`config.mk`:
```
export PLATFORM = sky130hd
export DESIGN_NAME = obf_ofdm_tx
export DESIGN_NICKNAME = d
export VERILOG_FILES = /design/src/source/ofdm_pkg.sv /design/src/source/tx_pkg.sv /design/src/source/iq_stream_if.sv /design/src/source/obf_ofdm_tx.sv /design/src/source/tx_sample_stream.sv /design/src/source/tx_subcarrier_assembler.sv /design/src/source/tx_mod_mapper.sv
export VERILOG_INCLUDE_DIRS = /design/src /design/src/source
export SDC_FILE = /design/constraint.sdc
export NUM_CORES = 1
export LEC_CHECK = 0
export BUFFER_PORTS_ARGS = -buffer_cell sky130_fd_sc_hd__buf_2
export CAP_MARGIN = 15
export CORE_MARGIN = 2
export CORE_UTILIZATION = 51
export CTS_CLUSTER_DIAMETER = 60
export DETAILED_ROUTE_END_ITERATION = 8
export HOLD_SLACK_MARGIN = 0.15
export PLACE_DENSITY_LB_ADDON = 0.05
export REMOVE_ABC_BUFFERS = 1
export SLEW_MARGIN = 5
export SYNTH_ARGS = -nofsm -noshare
export SYNTH_HDL_FRONTEND = slang
export SYNTH_SLANG_ARGS = --single-unit
```
`constraint.sdc`:
```
create_clock -name clk -period 5 [get_ports clk]
set_clock_uncertainty 0.15 [all_clocks]
set_input_delay 0.5 -clock clk [delete_from_list [all_inputs] [get_ports clk]]
set_output_delay 0.5 -clock clk [all_outputs]
set_load 0.005 [all_outputs]
```
`src/source/tx_defs.svh`:
```
`ifndef TX_DEFS_SVH
`define TX_DEFS_SVH

//////////////////////////////
// Datapath widths
//////////////////////////////

// One I or Q component
`define IQ_W        16
// Two mask bits per bin
`define MASK_W      128
`define SYM_CNT_W   8
// Pilot scrambler length
`define SCRAM_W     7

//////////////////////////////
// Symbol layout
//////////////////////////////

`define FFT_N       64
`define N_DATA_SC   48
`define PILOT_BIN_0 7
`define PILOT_BIN_1 21
`define PILOT_BIN_2 43
`define PILOT_BIN_3 57
// Sideband null range, DC is bin 0
`define NULL_LO     27
`define NULL_HI     37

//////////////////////////////
// Constellation amplitudes
//////////////////////////////

`define PILOT_AMP   16'h4000
`define BPSK_AMP    16384
`define QPSK_AMP    11585
`define QAM16_AMP1  5181
`define QAM16_AMP3  15543

`endif
```
`src/source/ofdm_pkg.sv`:
```
`include "tx_defs.svh"

package ofdm_pkg;

    // Bin position within one OFDM symbol
    typedef logic [$clog2(`FFT_N)-1:0] bin_idx_t;

    // Per-bin mask coefficient
    // Arithmetic right shift applied to I and Q
    typedef enum logic [1:0] {
        SH_NONE = 2'd0,
        SH_DIV8 = 2'd1,
        SH_DIV2 = 2'd2,
        SH_DIV4 = 2'd3
    } shift_code_e;

    // Number of OFDM symbols in a packet
    typedef logic [`SYM_CNT_W-1:0] sym_cnt_t;

endpackage

```
`src/source/tx_pkg.sv`:
```
`include "tx_defs.svh"

package tx_pkg;

    // One frequency-domain sample
    typedef struct packed {
        logic signed [`IQ_W-1:0] i;
        logic signed [`IQ_W-1:0] q;
    } iq_t;

    // Modulation codes, code 3 falls back to BPSK
    typedef enum logic [1:0] {
        MOD_BPSK  = 2'd0,
        MOD_QPSK  = 2'd1,
        MOD_QAM16 = 2'd2
    } mod_e;

    // Subcarrier assembler states
    typedef enum logic [1:0] {
        AS_IDLE  = 2'd0,
        AS_PILOT = 2'd1,
        AS_BINS  = 2'd2,
        AS_WAIT  = 2'd3
    } asm_state_e;

    // Data group, low bits used for BPSK and QPSK
    typedef logic [3:0] bits_t;

endpackage

```
`src/source/iq_stream_if.sv`:
```
`timescale 1ns/10ps

interface iq_stream_if;
    import tx_pkg::*;

    logic valid;
    logic ready;
    iq_t  iq;
    // Set on bin 63 of every symbol
    logic last_bin;
    // Set on the final bin of the packet
    logic last_pkt;

    modport src (
        output valid,
        output iq,
        output last_bin,
        output last_pkt,
        input  ready
    );

    modport snk (
        input  valid,
        input  iq,
        input  last_bin,
        input  last_pkt,
        output ready
    );

endinterface

```
`src/source/obf_ofdm_tx.sv`:
```
`timescale 1ns/10ps
`include "tx_defs.svh"

module obf_ofdm_tx (
    input  logic                    clk,
    input  logic                    reset_int,
    input  logic                    i_start,
    input  logic [1:0]              i_mod,
    input  logic [`SYM_CNT_W-1:0]   i_num_sym,
    input  logic [`MASK_W-1:0]      i_mask,
    input  logic [`SCRAM_W-1:0]     i_pilot_scram_init,
    input  logic                    i_bits_valid,
    output logic                    o_bits_ready,
    input  logic [3:0]              i_bits,
    output logic                    o_iq_valid,
    input  logic                    i_iq_ready,
    output logic signed [`IQ_W-1:0] o_i,
    output logic signed [`IQ_W-1:0] o_q,
    output logic                    o_last_bin,
    output logic                    o_done,
    output logic                    o_busy
);
    import tx_pkg::*;

    mod_e mod_latched;
    logic map_valid;
    logic map_ready;
    iq_t  map_iq;

    iq_stream_if u_bin_if ();

    // Decode
    tx_mod_mapper u_mapper (
        .clk          (clk),
        .reset_int    (reset_int),
        .i_mod        (mod_latched),
        .i_bits_valid (i_bits_valid),
        .o_bits_ready (o_bits_ready),
        .i_bits       (i_bits),
        .o_map_valid  (map_valid),
        .i_map_ready  (map_ready),
        .o_map_iq     (map_iq)
    );

    // Execute
    tx_subcarrier_assembler u_assembler (
        .clk                (clk),
        .reset_int          (reset_int),
        .i_start            (i_start),
        .i_mod              (i_mod),
        .i_num_sym          (i_num_sym),
        .i_mask             (i_mask),
        .i_pilot_scram_init (i_pilot_scram_init),
        .o_mod              (mod_latched),
        .o_busy             (o_busy),
        .i_map_valid        (map_valid),
        .o_map_ready        (map_ready),
        .i_map_iq           (map_iq),
        .out                (u_bin_if.src)
    );

    // Result
    tx_sample_stream u_stream (
        .clk        (clk),
        .reset_int  (reset_int),
        .in         (u_bin_if.snk),
        .o_iq_valid (o_iq_valid),
        .i_iq_ready (i_iq_ready),
        .o_i        (o_i),
        .o_q        (o_q),
        .o_last_bin (o_last_bin),
        .o_done     (o_done)
    );

endmodule

```
`src/source/tx_sample_stream.sv`:
```
`timescale 1ns/10ps
`include "tx_defs.svh"

module tx_sample_stream (
    input  logic                   clk,
    input  logic                   reset_int,
    iq_stream_if.snk               in,
    output logic                   o_iq_valid,
    input  logic                   i_iq_ready,
    output logic signed [`IQ_W-1:0] o_i,
    output logic signed [`IQ_W-1:0] o_q,
    output logic                   o_last_bin,
    output logic                   o_done
);
    import tx_pkg::*;

    typedef struct packed {
        iq_t  iq;
        logic last_bin;
        logic last_pkt;
    } entry_t;

    entry_t     ent_q [2];
    entry_t     head;
    logic       wr_ptr;
    logic       rd_ptr;
    logic [1:0] count;
    logic       hold_last;
    logic       push;
    logic       pop;

    // Closed while full, or while the packet's final bin is still queued
    assign in.ready   = (count != 2'd2) && !hold_last;
    assign push       = in.valid && in.ready;
    assign o_iq_valid = (count != 2'd0);
    assign pop        = o_iq_valid && i_iq_ready;
    assign head       = ent_q[rd_ptr];

    //////////////////////////////
    // Two-entry buffer
    //////////////////////////////

    always_ff @(posedge clk) begin
        if (push) begin
            ent_q[wr_ptr] <= '{iq: in.iq, last_bin: in.last_bin, last_pkt: in.last_pkt};
        end
    end

    always_ff @(posedge clk) begin
        if (reset_int) begin
            wr_ptr    <= 1'b0;
            rd_ptr    <= 1'b0;
            count     <= 2'd0;
            hold_last <= 1'b0;
            o_done    <= 1'b0;
        end else begin
            if (push) begin
                wr_ptr <= !wr_ptr;
            end
            if (pop) begin
                rd_ptr <= !rd_ptr;
            end
            count <= count + {1'b0, push} - {1'b0, pop};

            if (push && in.last_pkt) begin
                hold_last <= 1'b1;
            end else if (pop && head.last_pkt) begin
                hold_last <= 1'b0;
            end

            // One-cycle pulse after the final bin leaves
            o_done <= pop && head.last_pkt;
        end
    end

    assign o_i        = head.iq.i;
    assign o_q        = head.iq.q;
    assign o_last_bin = head.last_bin;

endmodule

```
`src/source/tx_subcarrier_assembler.sv`:
```
`timescale 1ns/10ps
`include "tx_defs.svh"

module tx_subcarrier_assembler (
    input  logic                clk,
    input  logic                reset_int,
    input  logic                i_start,
    input  logic [1:0]          i_mod,
    input  ofdm_pkg::sym_cnt_t  i_num_sym,
    input  logic [`MASK_W-1:0]  i_mask,
    input  logic [`SCRAM_W-1:0] i_pilot_scram_init,
    output tx_pkg::mod_e        o_mod,
    output logic                o_busy,
    input  logic                i_map_valid,
    output logic                o_map_ready,
    input  tx_pkg::iq_t         i_map_iq,
    iq_stream_if.src            out
);
    import tx_pkg::*;
    import ofdm_pkg::*;

    localparam bin_idx_t BIN_LAST = bin_idx_t'(`FFT_N - 1);
    localparam logic signed [`IQ_W-1:0] PILOT_POS = `PILOT_AMP;

    asm_state_e          state;
    mod_e                mod_q;
    logic [`MASK_W-1:0]  mask_q;
    sym_cnt_t            num_sym_q;
    sym_cnt_t            sym_cnt;
    bin_idx_t            bin_cnt;
    logic [`SCRAM_W-1:0] scram_q;
    logic                pilot_neg;
    logic                pilot_bit;
    logic                start_acc;
    logic                drain_done;
    logic                last_sym;
    logic                is_null;
    logic                is_pilot;
    logic                is_data;
    logic                bin_go;
    iq_t                 raw_iq;
    iq_t                 shifted_iq;
    shift_code_e         coef;

    // Busy drops once the stream stage has sent the final bin
    assign drain_done = (state == AS_WAIT) && out.ready;
    assign o_busy     = (state != AS_IDLE) && !drain_done;
    assign start_acc  = i_start && !o_busy;
    assign last_sym   = (sym_cnt == num_sym_q - 1'b1);
    assign pilot_bit  = scram_q[`SCRAM_W-1] ^ scram_q[3];

    //////////////////////////////
    // Packet parameters
    //////////////////////////////

    always_ff @(posedge clk) begin
        if (reset_int) begin
            mod_q     <= MOD_BPSK;
            num_sym_q <= sym_cnt_t'(1);
        end else if (start_acc) begin
            mod_q     <= (i_mod == 2'd3) ? MOD_BPSK : mod_e'(i_mod);
            // Zero symbols means one
            num_sym_q <= (i_num_sym == '0) ? sym_cnt_t'(1) : i_num_sym;
        end
    end

    always_ff @(posedge clk) begin
        if (start_acc) begin
            mask_q <= i_mask;
        end
    end

    // Pilot scrambler advances once per symbol
    always_ff @(posedge clk) begin
        if (reset_int) begin
            scram_q   <= '0;
            pilot_neg <= 1'b0;
        end else if (start_acc) begin
            scram_q <= i_pilot_scram_init;
        end else if (state == AS_PILOT) begin
            pilot_neg <= pilot_bit;
            scram_q   <= {scram_q[`SCRAM_W-2:0], pilot_bit};
        end
    end

    //////////////////////////////
    // Bin sequencing FSM
    //////////////////////////////

    always_ff @(posedge clk) begin
        if (reset_int) begin
            state   <= AS_IDLE;
            sym_cnt <= '0;
            bin_cnt <= '0;
        end else begin
            case (state)
                AS_IDLE: begin
                    if (start_acc) begin
                        sym_cnt <= '0;
                        state   <= AS_PILOT;
                    end
                end
                AS_PILOT: begin
                    bin_cnt <= '0;
                    state   <= AS_BINS;
                end
                AS_BINS: begin
                    if (bin_go && bin_cnt == BIN_LAST) begin
                        if (last_sym) begin
                            state <= AS_WAIT;
                        end else begin
                            sym_cnt <= sym_cnt + 1'b1;
                            state   <= AS_PILOT;
                        end
                    end else if (bin_go) begin
                        bin_cnt <= bin_cnt + 1'b1;
                    end
                end
                AS_WAIT: begin
                    if (drain_done && start_acc) begin
                        sym_cnt <= '0;
                        state   <= AS_PILOT;
                    end else if (drain_done) begin
                        state <= AS_IDLE;
                    end
                end
                default: state <= AS_IDLE;
            endcase
        end
    end

    //////////////////////////////
    // Bin contents and mask
    //////////////////////////////

    always_comb begin
        is_null  = (bin_cnt == '0) || ((bin_cnt >= `NULL_LO) && (bin_cnt <= `NULL_HI));
        is_pilot = (bin_cnt == `PILOT_BIN_0) || (bin_cnt == `PILOT_BIN_1) ||
                   (bin_cnt == `PILOT_BIN_2) || (bin_cnt == `PILOT_BIN_3);
        is_data  = !is_null && !is_pilot;

        raw_iq = '0;
        if (is_pilot) begin
            // Last pilot carries the inverted polarity
            raw_iq.i = (pilot_neg ^ (bin_cnt == `PILOT_BIN_3)) ? -PILOT_POS : PILOT_POS;
        end else if (is_data) begin
            raw_iq = i_map_iq;
        end

        coef       = shift_code_e'(mask_q[{bin_cnt, 1'b0} +: 2]);
        shifted_iq = raw_iq;
        case (coef)
            SH_DIV8: begin
                shifted_iq.i = raw_iq.i >>> 3;
                shifted_iq.q = raw_iq.q >>> 3;
            end
            SH_DIV2: begin
                shifted_iq.i = raw_iq.i >>> 1;
                shifted_iq.q = raw_iq.q >>> 1;
            end
            SH_DIV4: begin
                shifted_iq.i = raw_iq.i >>> 2;
                shifted_iq.q = raw_iq.q >>> 2;
            end
            default: shifted_iq = raw_iq;
        endcase
    end

    // Data bins wait for a mapped point, others go straight out
    assign out.valid    = (state == AS_BINS) && (!is_data || i_map_valid);
    assign out.iq       = shifted_iq;
    assign out.last_bin = (bin_cnt == BIN_LAST);
    assign out.last_pkt = (bin_cnt == BIN_LAST) && last_sym;
    assign bin_go       = out.valid && out.ready;
    assign o_map_ready  = (state == AS_BINS) && is_data && out.ready;
    assign o_mod        = mod_q;

endmodule

```
`src/source/tx_mod_mapper.sv`:
```
`timescale 1ns/10ps
`include "tx_defs.svh"

module tx_mod_mapper (
    input  logic         clk,
    input  logic         reset_int,
    input  tx_pkg::mod_e  i_mod,
    input  logic         i_bits_valid,
    output logic         o_bits_ready,
    input  tx_pkg::bits_t i_bits,
    output logic         o_map_valid,
    input  logic         i_map_ready,
    output tx_pkg::iq_t   o_map_iq
);
    import tx_pkg::*;

    localparam logic signed [`IQ_W-1:0] BPSK_P  = `BPSK_AMP;
    localparam logic signed [`IQ_W-1:0] QPSK_P  = `QPSK_AMP;
    localparam logic signed [`IQ_W-1:0] QAM_P1  = `QAM16_AMP1;
    localparam logic signed [`IQ_W-1:0] QAM_P3  = `QAM16_AMP3;

    iq_t  mapped;
    iq_t  out_iq_q;
    iq_t  skid_iq_q;
    logic out_valid_q;
    logic skid_valid_q;
    logic rdy_q;
    logic accept_in;
    logic take_out;
    logic out_load;
    logic skid_load;
    logic skid_valid_nxt;

    // Gray-coded 16-QAM axis level
    function automatic logic signed [`IQ_W-1:0] qam16_level(input logic [1:0] b);
        case (b)
            2'b00:   return -QAM_P3;
            2'b01:   return -QAM_P1;
            2'b11:   return QAM_P1;
            default: return QAM_P3;
        endcase
    endfunction

    function automatic iq_t map_group(input mod_e mode, input bits_t b);
        iq_t p;
        p = '0;
        case (mode)
            MOD_QPSK: begin
                p.i = b[0] ? QPSK_P : -QPSK_P;
                p.q = b[1] ? QPSK_P : -QPSK_P;
            end
            MOD_QAM16: begin
                p.i = qam16_level(b[1:0]);
                p.q = qam16_level(b[3:2]);
            end
            // BPSK and the unused code
            default: p.i = b[0] ? BPSK_P : -BPSK_P;
        endcase
        return p;
    endfunction

    assign mapped    = map_group(i_mod, i_bits);
    assign accept_in = i_bits_valid && rdy_q;
    assign take_out  = out_valid_q && i_map_ready;

    //////////////////////////////
    // Skid stage
    //////////////////////////////

    always_comb begin
        out_load       = take_out || !out_valid_q;
        skid_load      = accept_in && !out_load;
        skid_valid_nxt = skid_valid_q ? !out_load : skid_load;
    end

    always_ff @(posedge clk) begin
        if (reset_int) begin
            out_valid_q  <= 1'b0;
            skid_valid_q <= 1'b0;
            rdy_q        <= 1'b0;
        end else begin
            if (out_load) begin
                out_valid_q <= skid_valid_q || accept_in;
            end
            skid_valid_q <= skid_valid_nxt;
            // Input stays open while the skid slot is free
            rdy_q        <= !skid_valid_nxt;
        end
    end

    always_ff @(posedge clk) begin
        if (out_load) begin
            out_iq_q <= skid_valid_q ? skid_iq_q : mapped;
        end
        if (skid_load) begin
            skid_iq_q <= mapped;
        end
    end

    assign o_bits_ready = rdy_q;
    assign o_map_valid  = out_valid_q;
    assign o_map_iq     = out_iq_q;

endmodule

```
[Yosys cells after proc, flatten, opt, wreduce, memory -nomap -nowiden]
Memories as Yosys holds them, arrays and structs flattened. A register that Yosys moved wholly into a read port is not among the register bits.
Index checks and enable logic that the tools add are counted.
Word-level totals
  flip-flop bits (word level): 235
  memory bits (writable): 68
  input bits: 154
  output and inout port bits: 37
  word-level logic and storage cells: 149
  memories kept: 1
Memories
  u_stream.ent_q: depth 2, width 34, read ports 1, clocked after memory_dff 1, write ports 1, line tx_sample_stream.sv:23  | entry_t ent_q [2];
Operators by class
  add/sub/neg operators: 5
  magnitude comparators: 2
  eq/ne operators: 27
  shifts and indexed selects: 1
  mux-type cells: 38
  bitwise operators: 3
  reduce and logical (&&, ||, !) cells: 52
Operator list (count)
  128-bit by 8-bit variable part select with 2-bit output: 1
  16-bit 2-to-1 mux: 6
  16-bit case mux with 3 select lines: 2
  31-bit case mux with 3 select lines: 1
  32-bit 2-to-1 mux: 2
  16-bit case mux with 2 select lines: 2
  8-bit 2-to-1 mux: 5
  8-bit case mux with 3 select lines: 1
  1-bit logical AND: 19
  6-bit == test, second input constant: 3
  2-bit == test, second input constant: 8
  7-bit 2-to-1 mux: 2
  2-bit 2-to-1 mux: 6
  6-bit 2-to-1 mux: 2
  6-bit case mux with 2 select lines: 1
  1-bit logical NOT: 11
  2-bit by 1-bit == test with 1-bit output, second input constant: 5
  2-bit nonzero test: 5
  8-bit by 1-bit adder with 8-bit output, second input constant: 1
  8-bit == test: 1
  8-bit logical NOT: 1
  2-bit != test, second input constant: 4
  2-bit case mux with 4 select lines: 1
  8-bit by 1-bit subtractor with 8-bit output, second input constant: 1
  other kinds (19): 37

[Longest topological paths before layout]
Gate-level depths: netlist (run 1).
  depth after elaboration: 14
  mapped depth: 13
  gate-level depth less buffers: 10

[Cells and area by module]
A second synthesis (run 1) with hierarchy kept.
Second synthesis, totals
  cell total of the unflattened synthesis: 908
  area, all modules: 12577.1 µm²
Modules (own cells, without submodules)
  tx_subcarrier_assembler: instances 1, cells each 616, area each 7941.4 µm², seq. area each 4524.3 µm²
  tx_sample_stream: instances 1, cells each 140, area each 2758.9 µm², seq. area each 2182.1 µm²
  tx_mod_mapper: instances 1, cells each 152, area each 1876.8 µm², seq. area each 1081.0 µm²

[Worst setup path before layout (run 1)]
No wires, ideal clock.
  path kind: reg2reg
  start point: reg u_stream.count[0]
  end point: reg u_assembler.mask_q[0], enable pin
  setup time: 0.543 ns
  data arrival time: 4.680 ns
  data required time: 4.307 ns
  path slack: -0.373 ns
  cell stages (with the launch flop): 7
  buffers on the path: 1
  clock period less this slack: 5.373 ns
  path through: dfxtp_1 -> inv_1 -> a21oi_1 -> a21oi_1 -> nand2b_1 -> inv_1 -> clkbuf_1
Between the ends
  longest elaborated chain between the ends: 7
RTL lines
  start, declared: line tx_sample_stream.sv:27  | logic [1:0] count;
  start signal, assigned: line tx_sample_stream.sv:63  | count <= count + {1'b0, push} - {1'b0, pop};
  2-bit != test: line tx_sample_stream.sv:33  | assign in.ready = (count != 2'd2) && !hold_last;
  1-bit logical AND: line tx_sample_stream.sv:33
  1-bit logical AND: line tx_subcarrier_assembler.sv:46  | assign drain_done = (state == AS_WAIT) && out.ready;
  1-bit logical NOT: line tx_subcarrier_assembler.sv:47  | assign o_busy = (state != AS_IDLE) && !drain_done;
  1-bit logical AND: line tx_subcarrier_assembler.sv:47
  net o_busy: line obf_ofdm_tx.sv:21  | output logic o_busy
  1-bit logical NOT: line tx_subcarrier_assembler.sv:48  | assign start_acc = i_start && !o_busy;
  1-bit logical AND: line tx_subcarrier_assembler.sv:48
  net u_assembler.start_acc: line tx_subcarrier_assembler.sv:34  | logic start_acc;
  end signal, assigned: line tx_subcarrier_assembler.sv:69  | mask_q <= i_mask;
  end, declared: line tx_subcarrier_assembler.sv:27  | logic [`MASK_W-1:0] mask_q;
The timed path passes the listed nets, and every way through them passes these cells.
A chain may end at the register's enable or synchronous reset.

[Final worst setup path (run 1)]
  start point: reg u_assembler.bin_cnt[1]
  end point: mem u_stream.ent_q[1][28] (netlist name) (data pin)
Between the ends
  longest elaborated chain between the ends: 9
  elaborated cells between the ends (all ways): 22
  classes of those cells: order compare: 2; eq/ne: 7; shift: 1; mux: 3; reduce/logical: 9
RTL lines
  start, declared: line tx_subcarrier_assembler.sv:30  | bin_idx_t bin_cnt;
  start signal, assigned: line tx_subcarrier_assembler.sv:116  | bin_cnt <= bin_cnt + 1'b1;
  branches (longest 8 deep; another with 128-bit by 8-bit variable part select with 2-bit output)
  31-bit case mux with 3 select lines (*): line tx_subcarrier_assembler.sv:152  | case (coef)
  net u_assembler.out.iq[26]: line iq_stream_if.sv:16  | output iq,
  end, declared: line tx_sample_stream.sv:23
Mark *: on every way through the listed nets, which the timed path passes.

==> summary.txt, run 1 <==
Final layout
  • Fin cells: about 1600
  • Area grow syn2layout: 31.3%
  • Filler cells: between 1500 and 2000
  • Share of layout cells above drive strength 1: 0.286
  • FF+latch area: roughly 0.0078 mm^2
  • Final Core Density: 0.681
  • Multi-input gate area: 0.00408 mm^2
  • Most common cell after layout, fill and taps aside: edfxtp_1
  • Layout Nets: 1390
  • Most frequent cells in the layout: edfxtp_1, buf_2, dlygate4sd3_1, nand2_1, mux2_2

GRT
  • Initial antenna violation count: 2
  • Largest net degree at the start of global routing: slightly below 50
  • Grt total ovfl: 0
  • Vias in the first global route: 8554
  • GRT Overall Usage: 0.229
  • Global-route wire length before repair: between 40 and 50 mm

Worst setup path
  • Worst r2r dst: u_stream.ent_q[1][28]
  • CP arrival: between 4 and 5 ns
  • Crit Path Category: flip-flop to flip-flop
  • Critical Path Sink Type: flip-flop
  • Crit start category: flip-flop
  • R2R Path Start: u_assembler.bin_cnt[1]
  • Reg2Reg Depth: 7
  • Minimum setup slack among reg-to-reg paths: approximately 0.97 ns
  • WP data required: 5.22 ns
  • Crit path max fanout: 23

Placement
  • Number of port buffers: 190
  • Gp weighted congestion: roughly 0.84
  • HPWL Detailed: 17.4 mm
  • Placed Instances: ~1400

Synthesis
  • Distinct cell type count after synthesis: between 60 and 70
  • Cell count after synthesis: 875
  • Yosys warns: 0
  • Syn Area/Cell: about 14 um^2
  • Main synth FF type: edfxtp_1
  • Synth async-reset ratio: 0
  • Post-synthesis sequential area ratio: 0.639
  • Post-Syn Area: 0.0122 mm^2
  • Post-synth EDFFs: 230
  • Synthesized flop and latch total: between 200 and 300

CTS
  • Clock Tree Root: clkbuf_16
  • CTS max path bufs: 3
  • H-tree depth: 1
  • Post-CTS Setup Inserts: 0
  • CTS sink cnt: between 200 and 300
  • CTS tree: done
  • Total CTS buffers: 30
  • Clk_lat worst skew: between 0.5 and 0.6 ns
  • Reg clk slew, reported paths: around 0.060 ns

Hold path
  • Worst hold-check path type: input port to flip-flop
  • Critical hold path startpoint: i_bits[0]
  • Hold depth: 2
  • Hold Path Sink: u_mapper.skid_iq_q[31]

Floorplanning
  • Initial core utilization: 0.519
  • Die area: between 0.02 and 0.03 mm^2
  • Chip height: ~160 um
  • Die width: between 150 and 200 um
  • Core area: about 0.023 mm^2
  • Row Count: 56
  • # IOs: between 150 and 200

Routing
  • Residual DRC count: 0
  • DR pass1 iterations: 5
  • DR vias: 8368
  • DR iter-0 viols: between 400 and 500
  • Drt via density: 5.37
  • Post-route ant nets: 0
  • DR WL/cell: ~18 um
  • Routed wire length: around 28 mm

Timing
  • Period utilisation layout: 0.807
  • Max-Slew Margin vs Limit: 0.355
  • Fmax: between 0.2 and 0.25 GHz
  • Endpoints failing hold: 0
  • Worst slew pin tran: between 0.9 and 1 ns
  • Fin Setup TNS: 0 ns
  • Endpoints failing setup: 0
  • Period minus WS final: 4.03 ns
  • Max-slew violation count: 0
  • RSZ-0062 raised after global routing: no

Flow run
  • MaxCap Viol Count: 0

Outcome
  • Outcome: finished, final reports clean

Pwr
  • VDD IR max: 0.324 mV
  • Cell area power density: ~430 mW/mm^2
  • Tot Pwr: roughly 7 mW
  • Pleak: 5.88 nW
## per-layer routing
layer / global-route usage / vias up / share of wire
li1: - / 4071 / -
met1: 0.305 / 3996 / 0.44
met2: 0.394 / 250 / 0.49
met3: 0.0357 / 51 / 0.046
met4: 0.0613 / 0 / 0.024
met5: 0 / - / 0
## synth_stat cells, drive strengths merged, types with 4 or more instances
cell      n  area share
a221oi    6      0.0043
nor3     13      0.0053
ha       22       0.023
and3      7      0.0036
o41ai     6      0.0043
nand2b    7      0.0036
o211ai    7      0.0043
mux4     21       0.039
inv      24      0.0074
mux2i    33       0.027
nand3b    6      0.0037
edfxtp  230        0.57
mux2     56       0.052
a21boi    5      0.0031
dfxtp    44       0.072
nand3    22      0.0095
nor2     43       0.013
a311oi    5      0.0036
clkbuf   26      0.0080
and2      8      0.0042
nand2    74       0.023
o311ai    7      0.0050
nand4     6      0.0031
o31ai     4      0.0025
xnor2    11      0.0079
a211oi   23       0.015
a31oi    10      0.0057
xor2     10      0.0072
a22oi     5      0.0042
buf      20       0.011
o21ai    26       0.011
nor2b     6      0.0031
a21oi    49       0.020
## final cells by class
class                   count  share of cell area
clock buffers              37              0.0499
repair buffers            353               0.160
flip-flops and latches    274               0.487
well taps                 319              0.0250
diodes                      2            0.000313
clock inverters            19              0.0166
multi-input cells         530               0.255
inverters                  25             0.00603
## state kept, by name, summed over array words and instances, names as in the netlist, 6 cells and up, named ones only
register,count
u_assembler.sym_cnt,8
u_stream.ent_q,68
u_assembler.scram_q,7
u_mapper.skid_iq_q,17
u_assembler.mask_q,128
u_assembler.bin_cnt,6
u_assembler.num_sym_q,8
u_mapper.o_map_iq,17
## kinds of logic (layout without fill, tap and decap cells)
| group | after synthesis | in the layout | share of synthesized area |
|---|---|---|---|
| compound gates | 173 | 173 | 0.0981 |
| xor+xnor | 21 | 21 | 0.0151 |
| fa+ha+maj | 22 | 22 | 0.0226 |
| buf+inv | 71 | 434 | 0.0264 |
| flops | 274 | 274 | 0.639 |
| mux | 110 | 110 | 0.118 |
| other cells | 0 | 2 | 0 |
| simple gates | 204 | 204 | 0.0806 |
## critical path, cell delays in order (launching register included)
cell and delay (ns):
dfxtp_2 0.74, buf_4 0.32, mux4_2 0.53, o21ai_0 0.22
nand4_1 0.57, a211oi_2 0.89, o21ai_0 0.16, a31oi_1 0.24
## worst max path at each step
| stage | start | cells after the start | slack (ns) | endpoint |
|---|---|---|---|---|
| after detailed placement | u_assembler.bin_cnt[0] | 8 | 0.99 | u_stream.ent_q[0][28] |
| after floorplan | u_assembler.bin_cnt[1] | 7 | -1.20 | u_mapper.skid_iq_q[0] |
| after CTS | u_assembler.bin_cnt[0] | 8 | 0.94 | u_stream.ent_q[1][28] |
| after global placement | u_assembler.bin_cnt[1] | 7 | 1.07 | u_stream.ent_q[0][28] |
| after global routing | u_assembler.bin_cnt[0] | 8 | 0.58 | u_stream.ent_q[0][19] |
| final | u_assembler.bin_cnt[1] | 7 | 0.97 | u_stream.ent_q[1][28] |
## metrics by stage
stage	instance area, um^2	hold WS (ns)	worst slack, ns
6_report	16000	0.224	0.965
5_1_grt	16000	0.249	0.583
3_3_place_gp	13400	0.312	1.07
2_1_floorplan	12000	0.292	-1.20
4_1_cts	16000	0.207	0.943
3_5_place_dp	13400	0.313	0.991
## power breakdown
part           switching (mW)  internal, mW
Sequential              0.160          2.92
Clock                   0.896          1.44
Combinational           0.786         0.619
Total                    1.84          4.99
## what timing repair did
action,CTS,global route
hold buffers,147,0
hold endpoints to repair,148,0
resized for setup,0,0
(Power assumes the default switching activity.)
==> run 2: changes to the inputs <==
ABC_AREA = 1   (was not set)
CORE_UTILIZATION = 52   (was 51)
clock period = 3.3 ns   (was 5 ns; I/O delays follow)
==> run 2 against run 1 <==
Against the previous run:
- clock power grew 47%
- synthesized cell count grew 57%
- wire length increased by 5.9%
- flip-flop and latch count unchanged
- critical endpoint is now u_assembler.o_mod[1]
- via count rose by 22%
- sequential share of layout area decreased by 2.6 points
- clock-buffer cell count fell by 3
- design area is 5.7% higher
- synthesized area rose by 7.0%
- non-clock buffer count is 13 higher
==> summary.txt, run 2 <==
Outcome
  • Outcome: finished, final reports clean

Pwr
  • VDD IR max: 0.576 mV (+78%)
  • Tot Pwr: 12.0 mW (+76%)
  • Cell area power density: 711 mW/mm^2 (+66%)
  • Pleak: 7.42 nW (+26%)

Timing
  • Max-slew violation count: 0 (unchanged)
  • Endpoints failing hold: 0 (unchanged)
  • Endpoints failing setup: 0 (unchanged)
  • WHS: 0.190 ns (-0.0338 ns)
  • RSZ-0062 raised after global routing: no
  • Period utilisation layout: 0.915 (+0.108)
  • Period minus WS final: 3.02 ns (-1.02 ns)
  • Fmax: 0.331 GHz (+34%)
  • Worst slew pin tran: 0.784 ns (-0.182 ns)
  • Max-Slew Margin vs Limit: 0.477 (+0.122)

Worst setup path
  • WP data required: 3.58 ns (-1.64 ns)
  • Crit path max fanout: 12 (-48%)
  • R2R Path Start: u_assembler.state[0]
  • Crit start category: flip-flop
  • Crit Path Category: flip-flop to flip-flop
  • Minimum setup slack among reg-to-reg paths: 0.28 ns (-0.68 ns)
  • CP arrival: 3.30 ns (-0.96 ns)
  • Reg2Reg Depth: 11 (+4)
  • Worst r2r dst: u_assembler.o_mod[1]
  • Critical Path Sink Type: flip-flop

Routing
  • Post-route ant nets: 0 (unchanged)
  • DR iter-0 viols: 589 (+36%)
  • Residual DRC count: 0 (unchanged)
  • Drt via density: 4.94 (-8.0%)
  • DR pass1 iterations: 5 (unchanged)
  • Routed wire length: 30.0 mm (+5.9%)
  • DR vias: 10200 (+22%)
  • DR WL/cell: 14.5 um (-20%)

Hold path
  • Hold Path Sink: u_assembler.state[0]
  • Hold depth: 6 (+4)
  • Critical hold path startpoint: i_start
  • Worst hold-check path type: input port to flip-flop

Synthesis
  • Synth async-reset ratio: 0 (unchanged)
  • Largest family of logic cells by synthesized area: simple AND/OR/NAND/NOR gates
  • Synth area leader: edfxtp_1
  • Yosys warns: 0 (unchanged)
  • Main synth FF type: edfxtp_1
  • Synth cell count leaders: nand2_1, edfxtp_1, inv_1
  • Xor-xnor portion of the synthesized cell area: 0.00980 (-0.00531)
  • Most common cell in the netlist: nand2_1
  • Post-synthesis sequential area ratio: 0.598 (-0.0418)
  • Area share of fa/ha/maj cells after synthesis: 0.0211 (-0.00148)
  • Distinct cell type count after synthesis: 40 (-41%)
  • Synth Area in Simple Gates: 0.224 (+0.143)
  • Post-synth EDFFs: 230 (unchanged)
  • Top post-synthesis cells by area: edfxtp_1, nand2_1, dfxtp_1
  • Synthesized flop and latch total: 274 (unchanged)
  • Post-Syn Area: 0.0130 mm^2 (+7.0%)
  • Complex-gate fraction of the synthesized area: 0.0393 (-0.0588)
  • Syn Area/Cell: 9.45 um^2 (-32%)
  • Mux cell area share after synthesis: 0.0294 (-0.0884)
  • Cell count after synthesis: 1378 (+57%)
  • Synth top area share: 0.530 (-0.0370)

Placement
  • Placed Instances: 1853 (+37%)
  • HPWL Detailed: 18.9 mm (+8.8%)
  • Number of port buffers: 190 (unchanged)
  • Placed inst area: 0.0143 mm^2 (+6.1%)
  • Gp weighted congestion: 0.823 (-2.5%)

GRT
  • GRT Overall Usage: 0.228 (-0.000640)
  • Largest net degree at the start of global routing: 105 (+110%)
  • Initial antenna violation count: 1 (-1)
  • Vias in the first global route: 9937 (+16%)
  • Global-route wire length before repair: 48.7 mm (+9.4%)
  • Grt total ovfl: 0 (unchanged)

Floorplanning
  • Initial core utilization: 0.533 (+0.0138)
  • Core area: 0.0245 mm^2 (+4.2%)
  • Chip height: 162 um (+2.4%)
  • # IOs: 191 (unchanged)
  • Row Count: 57 (+1.8%)
  • Die width: 162 um (+2.4%)
  • Die area: 0.0263 mm^2 (+4.8%)

CTS
  • Clock Tree Root: clkbuf_16
  • CTS sink cnt: 274 (unchanged)
  • Post-CTS Setup Inserts: 0 (unchanged)
  • Clk_lat worst skew: 0.55 ns (-0.02 ns)
  • CTS max path bufs: 3 (unchanged)
  • CTS tree: done
  • H-tree depth: 1 (unchanged)
  • Reg clk slew, reported paths: 0.06 ns (about the same)
  • Total CTS buffers: 30 (unchanged)

Final layout
  • Number of flip-flops in the largest register: 128 (unchanged)
  • Share of layout cells above drive strength 1: 0.182 (-0.104)
  • Fin cells: 2071 (+33%)
  • Most flop-heavy register: u_assembler.mask_q
  • Most common cell after layout, fill and taps aside: nand2_1
  • Largest registers: u_assembler.mask_q: 128 flops, u_stream.ent_q: 68 flops
  • Final Instance Area: 0.0169 mm^2 (+5.7%)
  • Layout Nets: 1898 (+37%)
  • Area grow syn2layout: 29.7%
  • Most frequent cells in the layout: nand2_1, edfxtp_1, buf_2, inv_1, dlygate4sd3_1

Flow run
  • MaxCap Viol Count: 0 (unchanged)
==> run 2: changes by cell type after synthesis, sizes merged, moves of 10 or more <==
cell	change
mux2i	-33
mux2	-22
a211oi	-21
a21oi	-22
nand3	+103
buf	+17
nand2	+305
mux4	-21
nor2	+114
o21ai	+25
nor3	-10
inv	+164
nand4	+16
==> run 2: worst max path at each step <==
stage / startpoint / to / slack (ns) / cells past startpoint
3_5_place_dp: u_assembler.state[0] / u_stream.ent_q[0][16] / 0.41 / 7
3_3_place_gp: u_assembler.state[0] / u_stream.ent_q[0][16] / 0.43 / 7
4_1_cts: u_assembler.state[1] / u_assembler.o_mod[1] / 0.25 / 11
2_1_floorplan: u_assembler.state[0] / u_assembler.scram_q[0] / -3.12 / 9
5_1_grt: u_assembler.state[0] / u_assembler.o_mod[1] / 0.09 / 11
6_report: u_assembler.state[0] / u_assembler.o_mod[1] / 0.28 / 11
==> run 2: cell type report <==
| class | count | area, um^2 |
|---|---|---|
| inverters | 191 | 721 |
| multi-input cells | 858 | 4230 |
| diodes | 1 | 2.50 |
| flip-flops and latches | 274 | 7790 |
| clock buffers | 34 | 787 |
| well taps | 324 | 405 |
| repair buffers | 366 | 2720 |
| repair inverters | 1 | 5.00 |
| clock inverters | 22 | 239 |
| fillers | 1910 | 7560 |
==> run 2: stage by stage <==
stage | TNS [ns] | setup WS, ns | utilization
6_report | 0 | 0.281 | 0.691
5_1_grt | 0 | 0.0929 | 0.691
4_1_cts | 0 | 0.249 | 0.690
3_5_place_dp | 0 | 0.413 | 0.583
3_3_place_gp | 0 | 0.427 | 0.583
2_1_floorplan | -469.96 | -3.12 | -
==> run 2: kinds of logic (layout without fill, tap and decap cells) <==
group	after synthesis	count (layout)
compound gates	96	96
buf+inv	246	614
flops	274	274
xor+xnor	13	13
simple gates	693	693
other cells	0	1
fa+ha+maj	22	22
mux	34	34
==> run 2: routing by layer <==
metal / global-route usage / part of all wire / vias up
li1: - / - / 5200
met1: 0.316 / 0.46 / 4710
met2: 0.387 / 0.47 / 274
met3: 0.0299 / 0.051 / 42
met4: 0.0495 / 0.018 / 0
met5: 0 / 0 / -
==> run 2: where the power goes <==
part / internal [mW] / switching (mW) / leakage [nW]
Sequential: 4.66 / 0.260 / 2.56
Clock: 2.09 / 1.33 / 0.492
Combinational: 1.31 / 2.36 / 4.37
==> run 2: worst max-delay path: stages (launching register included) <==
cell and delay (ns):
dfxtp_1 0.34, inv_1 0.14, ha_1 0.21, inv_1 0.05
nand2_1 0.06, inv_1 0.08, nor2_4 0.22, clkinvlp_4 0.27
a21oi_1 0.17, dlygate4sd3_1 0.58, a211oi_1 0.05, dlygate4sd3_1 0.58
==> run 2: timing repair <==
action                                  CTS  global route
endpoints found under the hold margin   161             0
gates resized for setup                   0             1
hold buffers                            160             0
endpoints found under the setup margin    0             1
